==> config.mk <==
export PLATFORM = sky130hd
export DESIGN_NAME = kv_top
export DESIGN_NICKNAME = d
export VERILOG_FILES = /design/src/hw/kv_pkg.sv /design/src/hw/request_parser.sv /design/src/hw/kv_control.sv /design/src/hw/hash_table.sv /design/src/hw/response_composer.sv /design/src/hw/kv_top.sv
export SDC_FILE = /design/constraint.sdc
export NUM_CORES = 1
export LEC_CHECK = 0
export ABC_AREA = 0
export BUFFER_PORTS_ARGS = -buffer_cell sky130_fd_sc_hd__clkbuf_2
export CAP_MARGIN = 20
export CORE_MARGIN = 5
export CORE_UTILIZATION = 31
export DETAILED_ROUTE_END_ITERATION = 10
export PLACE_DENSITY = 0.53
export REMOVE_ABC_BUFFERS = 1
export SLEW_MARGIN = 25
export SYNTH_ARGS = -nofsm -noshare
export SYNTH_HDL_FRONTEND = slang
export SYNTH_HIERARCHICAL = 1
export SYNTH_SLANG_ARGS = --single-unit
==> constraint.sdc <==
create_clock -name axi_clk -period 14.72 [get_ports axi_clk]
set_input_delay 0.736 -clock axi_clk [delete_from_list [all_inputs] [get_ports axi_clk]]
set_output_delay 0.736 -clock axi_clk [all_outputs]
set_load 0.005 [all_outputs]
==> src/hw/kv_pkg.sv <==
package kv_pkg;

   ////////////////////////////////////////////////////////////////////////////
   // sizes and wire constants
   ////////////////////////////////////////////////////////////////////////////

   localparam int WORD_W      = 64;
   localparam int KEY_W       = 16;
   localparam int OPAQUE_W    = 32;
   localparam int INDEX_W     = 4;
   localparam int TABLE_DEPTH = 16;

   localparam logic [7:0] REQ_MAGIC  = 8'h80;
   localparam logic [7:0] RESP_MAGIC = 8'h81;

   typedef enum logic [7:0] {
      OP_GET    = 8'h00,
      OP_SET    = 8'h01,
      OP_DELETE = 8'h04
   } kv_op_e;

   typedef enum logic [7:0] {
      ST_OK        = 8'h00,
      ST_NOT_FOUND = 8'h01
   } kv_status_e;

   ////////////////////////////////////////////////////////////////////////////
   // header word, read as request or written as response
   ////////////////////////////////////////////////////////////////////////////

   // opcode kept raw here, a request may carry an unknown one
   typedef struct packed {
      logic [7:0]          magic;
      logic [7:0]          opcode;
      logic [KEY_W-1:0]    key;
      logic [OPAQUE_W-1:0] opaque;
   } kv_req_hdr_t;

   typedef struct packed {
      logic [7:0]          magic;
      logic [7:0]          opcode;
      logic [7:0]          status;
      logic [7:0]          reserved;
      logic [OPAQUE_W-1:0] opaque;
   } kv_resp_hdr_t;

   typedef union packed {
      kv_req_hdr_t  req;
      kv_resp_hdr_t resp;
   } kv_hdr_u;

   ////////////////////////////////////////////////////////////////////////////
   // stream word and records between the blocks
   ////////////////////////////////////////////////////////////////////////////

   typedef struct packed {
      logic [WORD_W-1:0] data;
      logic              last;
   } kv_beat_t;

   typedef struct packed {
      kv_op_e              op;
      logic [KEY_W-1:0]    key;
      logic [OPAQUE_W-1:0] opaque;
      logic [WORD_W-1:0]   value;
   } kv_req_t;

   typedef struct packed {
      kv_op_e              op;
      kv_status_e          status;
      logic [OPAQUE_W-1:0] opaque;
      logic [WORD_W-1:0]   value;
      logic                has_value;
   } kv_resp_t;

   typedef struct packed {
      logic              valid;
      logic [KEY_W-1:0]  key;
      logic [WORD_W-1:0] value;
   } kv_entry_t;

endpackage

==> src/hw/request_parser.sv <==
`timescale 1ns/1ns

module request_parser (
   input  logic             axi_clk,
   input  logic             arst_n,
   input  kv_pkg::kv_beat_t in_beat,
   input  logic             in_valid,
   output logic             in_ready,
   output kv_pkg::kv_req_t  req,
   output logic             req_valid,
   input  logic             req_ready
);
   import kv_pkg::*;

   // position in the incoming packet, START only right after reset
   typedef enum logic [1:0] {
      PS_START,
      PS_HEADER,
      PS_VALUE,
      PS_DISCARD
   } parse_state_e;

   parse_state_e state;
   kv_hdr_u      hdr;
   logic         hdr_ok;
   logic         word_take;
   logic         req_done;

   assign hdr       = in_beat.data;
   assign in_ready  = (state != PS_START) && (!req_valid || req_ready);
   assign word_take = in_valid && in_ready;

   // magic and opcode check on the first word
   always_comb begin
      hdr_ok = 1'b0;
      if (hdr.req.magic == REQ_MAGIC) begin
         case (hdr.req.opcode)
            OP_GET, OP_SET, OP_DELETE: hdr_ok = 1'b1;
            default:                   hdr_ok = 1'b0;
         endcase
      end
   end

   // word count per opcode: SET ends on its second word, the rest on the first
   always_comb begin
      req_done = 1'b0;
      if (word_take && in_beat.last) begin
         case (state)
            PS_HEADER: req_done = hdr_ok && (hdr.req.opcode != OP_SET);
            PS_VALUE:  req_done = 1'b1;
            default:   req_done = 1'b0;
         endcase
      end
   end

   always_ff @(posedge axi_clk or negedge arst_n) begin
      if (!arst_n) begin
         state     <= PS_START;
         req_valid <= 1'b0;
      end else begin
         if (req_done) begin
            req_valid <= 1'b1;
         end else if (req_ready) begin
            req_valid <= 1'b0;
         end

         case (state)
            PS_START: state <= PS_HEADER;
            PS_HEADER: begin
               // a single-word SET falls through here and is dropped
               if (word_take && !in_beat.last) begin
                  if (hdr_ok && hdr.req.opcode == OP_SET) begin
                     state <= PS_VALUE;
                  end else begin
                     state <= PS_DISCARD;
                  end
               end
            end
            PS_VALUE: begin
               if (word_take) begin
                  state <= in_beat.last ? PS_HEADER : PS_DISCARD;
               end
            end
            default: begin
               if (word_take && in_beat.last) begin
                  state <= PS_HEADER;
               end
            end
         endcase
      end
   end

   // request fields, only written while nothing is held back
   always_ff @(posedge axi_clk) begin
      if (word_take && state == PS_HEADER) begin
         req.op     <= kv_op_e'(hdr.req.opcode);
         req.key    <= hdr.req.key;
         req.opaque <= hdr.req.opaque;
         req.value  <= '0;
      end
      if (word_take && state == PS_VALUE) begin
         req.value <= in_beat.data;
      end
   end

endmodule

==> src/hw/kv_control.sv <==
`timescale 1ns/1ns

module kv_control (
   input  logic                     axi_clk,
   input  logic                     arst_n,
   input  kv_pkg::kv_req_t          req,
   input  logic                     req_valid,
   output logic                     req_ready,
   output logic                     lookup_en,
   output logic [kv_pkg::KEY_W-1:0] lookup_key,
   input  kv_pkg::kv_entry_t        lookup_entry,
   output logic                     store_en,
   output logic [kv_pkg::KEY_W-1:0] store_key,
   output kv_pkg::kv_entry_t        store_entry,
   output kv_pkg::kv_resp_t         resp,
   output logic                     resp_valid,
   input  logic                     resp_ready
);
   import kv_pkg::*;

   typedef enum logic [1:0] {
      CS_IDLE,
      CS_LOOKUP,
      CS_RESPOND
   } ctrl_state_e;

   ctrl_state_e state;
   kv_req_t     cur;
   logic        hit;

   ////////////////////////////////////////////////////////////////////////////
   // accept and lookup
   ////////////////////////////////////////////////////////////////////////////

   // one request in flight, so only take a new one when idle
   assign req_ready  = (state == CS_IDLE);
   assign lookup_en  = req_valid && req_ready;
   assign lookup_key = req.key;

   // table data is back during CS_LOOKUP
   assign hit        = lookup_entry.valid && (lookup_entry.key == cur.key);
   assign resp_valid = (state == CS_RESPOND);

   always_ff @(posedge axi_clk or negedge arst_n) begin
      if (!arst_n) begin
         state <= CS_IDLE;
      end else begin
         case (state)
            CS_IDLE: begin
               if (lookup_en) begin
                  state <= CS_LOOKUP;
               end
            end
            CS_LOOKUP: state <= CS_RESPOND;
            default: begin
               if (resp_ready) begin
                  state <= CS_IDLE;
               end
            end
         endcase
      end
   end

   ////////////////////////////////////////////////////////////////////////////
   // table update
   ////////////////////////////////////////////////////////////////////////////

   always_comb begin
      store_en          = 1'b0;
      store_key         = cur.key;
      store_entry.valid = 1'b0;
      store_entry.key   = cur.key;
      store_entry.value = '0;
      if (state == CS_LOOKUP) begin
         case (cur.op)
            OP_SET: begin
               // collision just overwrites the slot
               store_en          = 1'b1;
               store_entry.valid = 1'b1;
               store_entry.value = cur.value;
            end
            OP_DELETE: store_en = hit;
            default:   store_en = 1'b0;
         endcase
      end
   end

   ////////////////////////////////////////////////////////////////////////////
   // response record
   ////////////////////////////////////////////////////////////////////////////

   always_ff @(posedge axi_clk) begin
      if (lookup_en) begin
         cur <= req;
      end
      if (state == CS_LOOKUP) begin
         resp.op        <= cur.op;
         resp.opaque    <= cur.opaque;
         resp.value     <= hit ? lookup_entry.value : '0;
         resp.has_value <= (cur.op == OP_GET) && hit;
         case (cur.op)
            OP_GET, OP_DELETE: resp.status <= hit ? ST_OK : ST_NOT_FOUND;
            default:           resp.status <= ST_OK;
         endcase
      end
   end

endmodule

==> src/hw/hash_table.sv <==
`timescale 1ns/1ns

module hash_table (
   input  logic                     axi_clk,
   input  logic                     arst_n,
   input  logic                     lookup_en,
   input  logic [kv_pkg::KEY_W-1:0] lookup_key,
   output kv_pkg::kv_entry_t        lookup_entry,
   input  logic                     store_en,
   input  logic [kv_pkg::KEY_W-1:0] store_key,
   input  kv_pkg::kv_entry_t        store_entry
);
   import kv_pkg::*;

   // xor of the four key nibbles
   function automatic logic [INDEX_W-1:0] hash_index(input logic [KEY_W-1:0] key);
      return key[15:12] ^ key[11:8] ^ key[7:4] ^ key[3:0];
   endfunction

   logic [KEY_W-1:0]       key_mem [TABLE_DEPTH];
   logic [WORD_W-1:0]      value_mem [TABLE_DEPTH];
   logic [TABLE_DEPTH-1:0] valid_q;
   logic [INDEX_W-1:0]     rd_idx;
   logic [INDEX_W-1:0]     wr_idx;

   assign rd_idx = hash_index(lookup_key);
   assign wr_idx = hash_index(store_key);

   // valid bits are the only state cleared by reset
   always_ff @(posedge axi_clk or negedge arst_n) begin
      if (!arst_n) begin
         valid_q <= '0;
      end else if (store_en) begin
         valid_q[wr_idx] <= store_entry.valid;
      end
   end

   always_ff @(posedge axi_clk) begin
      if (store_en) begin
         key_mem[wr_idx]   <= store_entry.key;
         value_mem[wr_idx] <= store_entry.value;
      end
   end

   // registered read, data one cycle after lookup_en
   always_ff @(posedge axi_clk) begin
      if (lookup_en) begin
         lookup_entry.valid <= valid_q[rd_idx];
         lookup_entry.key   <= key_mem[rd_idx];
         lookup_entry.value <= value_mem[rd_idx];
      end
   end

endmodule

==> src/hw/response_composer.sv <==
`timescale 1ns/1ns

module response_composer (
   input  logic             axi_clk,
   input  logic             arst_n,
   input  kv_pkg::kv_resp_t resp,
   input  logic             resp_valid,
   output logic             resp_ready,
   output kv_pkg::kv_beat_t out_beat,
   output logic             out_valid,
   input  logic             out_ready
);
   import kv_pkg::*;

   kv_hdr_u           hdr;
   logic              value_pending;
   logic [WORD_W-1:0] value_q;
   logic              resp_take;
   logic              out_take;

   // no new record until both words have gone out
   assign resp_ready = !out_valid;
   assign resp_take  = resp_valid && resp_ready;
   assign out_take   = out_valid && out_ready;

   // response view of the header word
   always_comb begin
      hdr.resp.magic    = RESP_MAGIC;
      hdr.resp.opcode   = resp.op;
      hdr.resp.status   = resp.status;
      hdr.resp.reserved = 8'h00;
      hdr.resp.opaque   = resp.opaque;
   end

   ////////////////////////////////////////////////////////////////////////////
   // output word sequencing
   ////////////////////////////////////////////////////////////////////////////

   always_ff @(posedge axi_clk or negedge arst_n) begin
      if (!arst_n) begin
         out_valid     <= 1'b0;
         value_pending <= 1'b0;
      end else if (resp_take) begin
         out_valid     <= 1'b1;
         value_pending <= resp.has_value;
      end else if (out_take) begin
         // header gone, value word follows straight after
         if (value_pending) begin
            value_pending <= 1'b0;
         end else begin
            out_valid <= 1'b0;
         end
      end
   end

   // word held as is until out_ready
   always_ff @(posedge axi_clk) begin
      if (resp_take) begin
         out_beat.data <= hdr;
         out_beat.last <= !resp.has_value;
         value_q       <= resp.value;
      end else if (out_take && value_pending) begin
         out_beat.data <= value_q;
         out_beat.last <= 1'b1;
      end
   end

endmodule

==> src/hw/kv_top.sv <==
`timescale 1ns/1ns

module kv_top (
   input  logic             axi_clk,
   input  logic             arst_n,
   input  kv_pkg::kv_beat_t in_beat,
   input  logic             in_valid,
   output logic             in_ready,
   output kv_pkg::kv_beat_t out_beat,
   output logic             out_valid,
   input  logic             out_ready
);
   import kv_pkg::*;

   // parser to control
   kv_req_t           req;
   logic              req_valid;
   logic              req_ready;

   // control to composer
   kv_resp_t          resp;
   logic              resp_valid;
   logic              resp_ready;

   // table access, no handshake
   logic              lookup_en;
   logic [KEY_W-1:0]  lookup_key;
   kv_entry_t         lookup_entry;
   logic              store_en;
   logic [KEY_W-1:0]  store_key;
   kv_entry_t         store_entry;

   request_parser u_request_parser (
      .axi_clk   (axi_clk),
      .arst_n    (arst_n),
      .in_beat   (in_beat),
      .in_valid  (in_valid),
      .in_ready  (in_ready),
      .req       (req),
      .req_valid (req_valid),
      .req_ready (req_ready)
   );

   kv_control u_kv_control (
      .axi_clk      (axi_clk),
      .arst_n       (arst_n),
      .req          (req),
      .req_valid    (req_valid),
      .req_ready    (req_ready),
      .lookup_en    (lookup_en),
      .lookup_key   (lookup_key),
      .lookup_entry (lookup_entry),
      .store_en     (store_en),
      .store_key    (store_key),
      .store_entry  (store_entry),
      .resp         (resp),
      .resp_valid   (resp_valid),
      .resp_ready   (resp_ready)
   );

   hash_table u_hash_table (
      .axi_clk      (axi_clk),
      .arst_n       (arst_n),
      .lookup_en    (lookup_en),
      .lookup_key   (lookup_key),
      .lookup_entry (lookup_entry),
      .store_en     (store_en),
      .store_key    (store_key),
      .store_entry  (store_entry)
   );

   response_composer u_response_composer (
      .axi_clk    (axi_clk),
      .arst_n     (arst_n),
      .resp       (resp),
      .resp_valid (resp_valid),
      .resp_ready (resp_ready),
      .out_beat   (out_beat),
      .out_valid  (out_valid),
      .out_ready  (out_ready)
   );

endmodule

# [After elaboration in Yosys (flattened, before gate mapping)]
# Memories as Yosys holds them, arrays and structs flattened. A register that Yosys moved wholly into a read port is not among the register bits.
# Index checks and enable logic that the tools add are counted.
# W data, S select, Z words.
[op_classes] order_cmp=3 eq_ne=16 muxes=38 bitwise=6 reduce_logical=35
[op_table] op="$mux W64" count=4
[op_table] op="$mux W57" count=2
[op_table] op="$xor A4 B4 Y4" count=6
[op_table] op="$mux W1" count=19
[op_table] op="$bwmux W16" count=1
[op_table] op="$eq A16 B16 Y1" count=1
[op_table] op="$eq A8 B1 Y1 const B" count=2
[op_table] op="$eq A8 B3 Y1 const B" count=2
[op_table] op="$logic_not A8 Y1" count=2
[op_table] op="$logic_and A1 B1 Y1" count=15
[op_table] op="$mux W2" count=6
[op_table] op="$lt A4 B5 Y1 const B" count=2
[op_table] op="$reduce_bool A2 Y1" count=5
[op_table] op="$eq A8 B8 Y1 const B" count=1
[op_table] op="$ne A8 B1 Y1 const B" count=1
[op_table] op="$pmux W2 S3" count=1
[op_table] op="$bmux W1 S4" count=1
[op_table] op="$demux W1 S4" count=1
[op_table] op="$eq A2 B1 Y1 const B" count=2
[op_table] op="$eq A2 B2 Y1 const B" count=2
[op_table] op="$ge A4 B1 Y1 const B" count=1
[op_table] op="$logic_not A1 Y1" count=4
[op_table] op="$logic_not A2 Y1" count=2
[op_table] op="$ne A2 B1 Y1 const B" count=2
[op_table] op="other kinds (10)" count=13
[totals] register_bits=506 mem_bits_rw=1280 in_bits=69 output_inout_bits=67 elab_cells=124 n_memories=2
[mem_list] memory="u_hash_table.value_mem" depth=16 width=64 read_ports=1 rd_ports_with_merged_regs=1 wr=1 line="hash_table.sv:21" rtl="logic [WORD_W-1:0] value_mem [TABLE_DEPTH];"
[mem_list] memory="u_hash_table.key_mem" depth=16 width=16 read_ports=1 rd_ports_with_merged_regs=1 wr=1 line="hash_table.sv:20" rtl="logic [KEY_W-1:0] key_mem [TABLE_DEPTH];"

# [Logic depth before layout (Yosys ltp)]
[logic_depth] ltp_word=8 depth_mapped=8 mapped_depth_nobuf=7

# [Hierarchy]
# Netlist, hierarchy kept.
[by_module_without_submodules] mod="hash_table" n_inst=1 cells_each=2121 area_each_um2=51084.0 seq_area_each_um2=41269.6
[by_module_without_submodules] mod="kv_control" n_inst=1 cells_each=546 area_each_um2=8655.8 seq_area_each_um2=6836.6
[by_module_without_submodules] mod="response_composer" n_inst=1 cells_each=263 area_each_um2=4809.6 seq_area_each_um2=3763.6
[by_module_without_submodules] mod="request_parser" n_inst=1 cells_each=237 area_each_um2=4411.7 seq_area_each_um2=3678.5

# [Worst setup path before layout]
# No wires, ideal clock.
[synth_path] path_kind="reg-to-reg" startpoint="reg u_kv_control.state[1]" endpoint="reg u_hash_table.valid_q[15]" setup_ps=82 arrival_time_ps=10441 required_time_ps=14638 slack_ps=4198 path_stages_with_launch=9 path_buffers=1 period_less_slack_ps=10522 cell_sequence="dfrtp_1 -> nor2b_1 -> nor3b_1 -> and4bb_1 -> clkbuf_1 -> a31o_1 -> nand3_1 -> nor2_1 -> mux2_2"
[synth_rtl] item="start, declared" line="kv_control.sv:27" rtl="ctrl_state_e state;"
[synth_rtl] item="start signal, assigned" line="kv_control.sv:46" rtl="state <= CS_IDLE;"
[synth_rtl] item="start signal, assigned" line="kv_control.sv:51" rtl="state <= CS_LOOKUP;"
[synth_rtl] item="start signal, assigned" line="kv_control.sv:54" rtl="CS_LOOKUP: state <= CS_RESPOND;"
[synth_rtl] item="end signal, assigned by index" line="hash_table.sv:34" rtl="valid_q[wr_idx] <= store_entry.valid;"
[synth_rtl] item="end, declared" line="hash_table.sv:22" rtl="logic [TABLE_DEPTH-1:0] valid_q;"

==> impl_metrics.env <==
export IMPL_overflow=0
export IMPL_root_buffer="clkbuf_16"
export IMPL_synth_cells=3167
export IMPL_ff2ff_setup_slack_ns=10.00
export IMPL_yosys_area_top_type_share_pct=79.25
export IMPL_slowest_stage="buf_4"
export IMPL_max_vdd_ir_drop_v=0.0002100
export IMPL_rsz0062_at_grt="false"
export IMPL_gr_usage_met2_pct=23.08
export IMPL_grt_most_used_layer="met2"
export IMPL_tightest_slew_ns=1.068
export IMPL_hold_buffers=1
export IMPL_cts_tree="built"
export IMPL_status="complete, no violations"
export IMPL_worst_setup_path_end_kind="register"
export IMPL_max_stage_delay_ns=0.88
export IMPL_clock_latency_ns=0.80
export IMPL_fp_dieW_um=481.7
export IMPL_dpl_hpwl_mm=87.33
export IMPL_synth_flop_cell="edfxtp_1"
export IMPL_grtUsageTotal_pct=14.52
export IMPL_synth_area_leader_cell="edfxtp_1"
export IMPL_drive_above_1_share_pct=24.54
export IMPL_grt_first_pass_wirelength_mm=243.8
export IMPL_synth_edf_count=1820
export IMPL_cts_resized=0
export IMPL_finalCritPeriodShare_pct=32.04
export IMPL_power_density_nw_per_um2=167.4
export IMPL_whs_path_depth=1
export IMPL_synth_seq_cells=1859
export IMPL_path_max_fanout=41
export IMPL_cap_viol_max_count=0
export IMPL_yosysWarnings=6
export IMPL_cts_sinks=1859
export IMPL_hp_class="input pin to register"
export IMPL_postCtsSetupRepairBufs=0
export IMPL_cts_inserted_buffers=184
export IMPL_design_die_area_um2=232000
export IMPL_clk_pin_slew_ns=0.06
export IMPL_fmax_mhz=212.0
export IMPL_routed_wl_mm=170.4
export IMPL_post_route_util_pct=35.57
export IMPL_clock_path_buffers=3
export IMPL_synth_avg_cell_area_um2=21.77
export IMPL_drt_iter0_drc=3035
export IMPL_fin_skew_ns=0.03017
export IMPL_antenna_found_initial=9
export IMPL_crit_path_start_kind="register"
export IMPL_vias=32017
export IMPL_r2r_cells=7
export IMPL_critPathBufInv=1
export IMPL_ant_nets=0
export IMPL_nets=3430
export IMPL_crit_chain="or4_4 > and4bb_4 > a31o_1 > nand3_1 > nor2_4 > buf_4 > mux2_2"
export IMPL_gr_usage_met3_pct=2.573
export IMPL_async_reset_ff_share_pct=1.237
export IMPL_first_pass_iters=7
export IMPL_finalSetupViolCount=0
export IMPL_fillers=20384
export IMPL_crit_type="register to register"
export IMPL_critPathArrivalTime_ns=5.39
export IMPL_port_buffers=135
export IMPL_tns_ns=0
export IMPL_area_growth_pct=14.45
export IMPL_slew_headroom_pct=28.80
export IMPL_dieHeight_um=481.7
export IMPL_synth_area_um2=68960
export IMPL_crit_family="simple AND/OR/NAND/NOR gates"
export IMPL_std_cell_rows=173
export IMPL_crit_cells=7
export IMPL_place_inst=6144
export IMPL_start_util_pct=31.08
export IMPL_core_area_um2=221900
export IMPL_ys_seq_area_share_pct=80.55
export IMPL_htreeDepth=4
export IMPL_leakagePower_uw=0.02798
export IMPL_drv_slew=0
export IMPL_worstPathRequired_ns=15.39
export IMPL_drc=0
export IMPL_hold_viol=0
export IMPL_yosysUniqueCellTypes=61
export IMPL_grt_max_degree=140
export IMPL_wl_per_cell_um=26.28
export IMPL_fin_crit_ns=4.716
export IMPL_io_pins=136
export IMPL_grt_pass1_vias=33265
export IMPL_drt_vias_per_instance=4.939
export IMPL_synth_area_leaders="edfxtp_1 79%, mux4_2 11%, a22oi_1 1.8%"
export IMPL_gr_usage_met1_pct=20.83
export IMPL_gp_congestion=0.7139
export IMPL_final_cells=6483
## per-layer routing
metal	up-vias	part of all wire [%]
met5	-	0.016
met4	4	2.0
met3	221	6.1
met2	1024	47
met1	17384	45
li1	13384	-
## layout by cell type (no fill, tap or decap), types with 33 or more instances in the layout
cell and n:
a22oi_1 162, nor3_1 65, clkinv_2 33, mux4_2 324
nand2_1 104, a32o_1 48, inv_1 87, clkbuf_1 38
clkinv_1 44, clkbuf_16 188, and2_1 64, buf_4 70
and3_1 65, clkbuf_2 135, edfxtp_1 1820
## sequential cells by signal, indices dropped and copies added (netlist names), 64 cells and up
signal and cells:
u_hash_table/value_mem 1024, u_hash_table/key_mem 256, u_request_parser/req 120, u_kv_control/resp 106, u_kv_control/cur 104, u_hash_table/lookup_entry 81
u_response_composer/out_beat 65, u_response_composer/value_q 64
## final cells by class
class                   count  area [um^2]  share of cell area, %
diodes                      3        7.507               0.009512
clock buffers             231         4916                  6.228
clock inverters           102        837.1                  1.061
inverters                  90        345.3                 0.4375
multi-input cells        1008        12170                  15.42
flip-flops and latches   1859        55550                  70.38
well taps                2975         3722                  4.716
repair buffers            215         1380                  1.749
## cell families after synthesis
group	count (synthesis)	synth area share (%)
AOI/OAI and AO/OA	245	2.972
xor gates and xnor gates	39	0.5171
adders and majority gates	3	0.05444
buffers and inverters	306	2.188
DFF	1859	80.55
muxes	342	10.87
other	1	0.005438
and+or+nand+nor	372	2.841
## worst paths after layout
| kind | endpoint | startpoint |
|---|---|---|
| worst max register to register | u_hash_table/valid_q[6]$_DFFE_PN0P_ | u_kv_control/cur[117]$_DFFE_PP_ |
| max in group asynchronous | u_response_composer/out_valid$_DFFE_PN0P_ | arst_n |
| worst min register to register | u_response_composer/value_q[17]$_DFFE_PP_ | u_kv_control/resp[18]$_SDFFCE_PN0P_ |
| worst max-delay path | u_hash_table/valid_q[6]$_DFFE_PN0P_ | u_kv_control/cur[117]$_DFFE_PP_ |
| min in group asynchronous | u_request_parser/state[0]$_DFFE_PN0P_ | arst_n |
| worst min-delay path | u_request_parser/req[106]$_DFFE_PP_ | in_beat[43] |
## power by group
group / internal (uW) / switching, uW
registers: 6040 / 98.7
logic: 906 / 1650
clock network: 2570 / 1950
total: 9520 / 3690
## cell usage after synthesis (3+ instances only)
| cell | number |
|---|---|
| xor2_1 | 15 |
| a31oi_1 | 4 |
| mux2_2 | 16 |
| mux4_2 | 324 |
| buf_6 | 8 |
| nand3_1 | 8 |
| and3_1 | 65 |
| inv_1 | 88 |
| edfxtp_1 | 1820 |
| clkbuf_1 | 76 |
| nor2_1 | 26 |
| xnor2_1 | 22 |
| dfrtp_1 | 23 |
| nor4_1 | 5 |
| buf_1 | 16 |
| ha_1 | 3 |
| buf_2 | 50 |
| clkbuf_2 | 4 |
| and2_1 | 66 |
| buf_4 | 62 |
| nor3_1 | 65 |
| a22oi_1 | 162 |
| a32o_1 | 48 |
| nand2_1 | 107 |
| nand2b_1 | 9 |
| o32ai_2 | 10 |
| dfxtp_1 | 16 |
| o32ai_1 | 4 |
| nor2b_1 | 5 |
## metrics by stage
stage               total power (uW)  setup slack [ns]  hold WS (ns)  instance area, um^2
finish                         13210             10.00        0.1200                78930
global route                   13760             9.657       0.07436                78920
CTS                            13410             9.941       0.05935                78860
detailed placement              8877             9.971        0.4045                73100
global placement                8858             9.995        0.4002                73070
floorplan                       8498            -3.900        0.4003                67810
## worst reg2reg max path, stage by stage (launching register included)
cell and delay, ns:
edfxtp_1 0.39, or4_4 0.60, and4bb_4 0.83, a31o_1 0.26, nand3_1 0.32, nor2_4 0.86
buf_4 0.88, mux2_2 0.45
No activity file was read; power rests on OpenSTA's default activity.
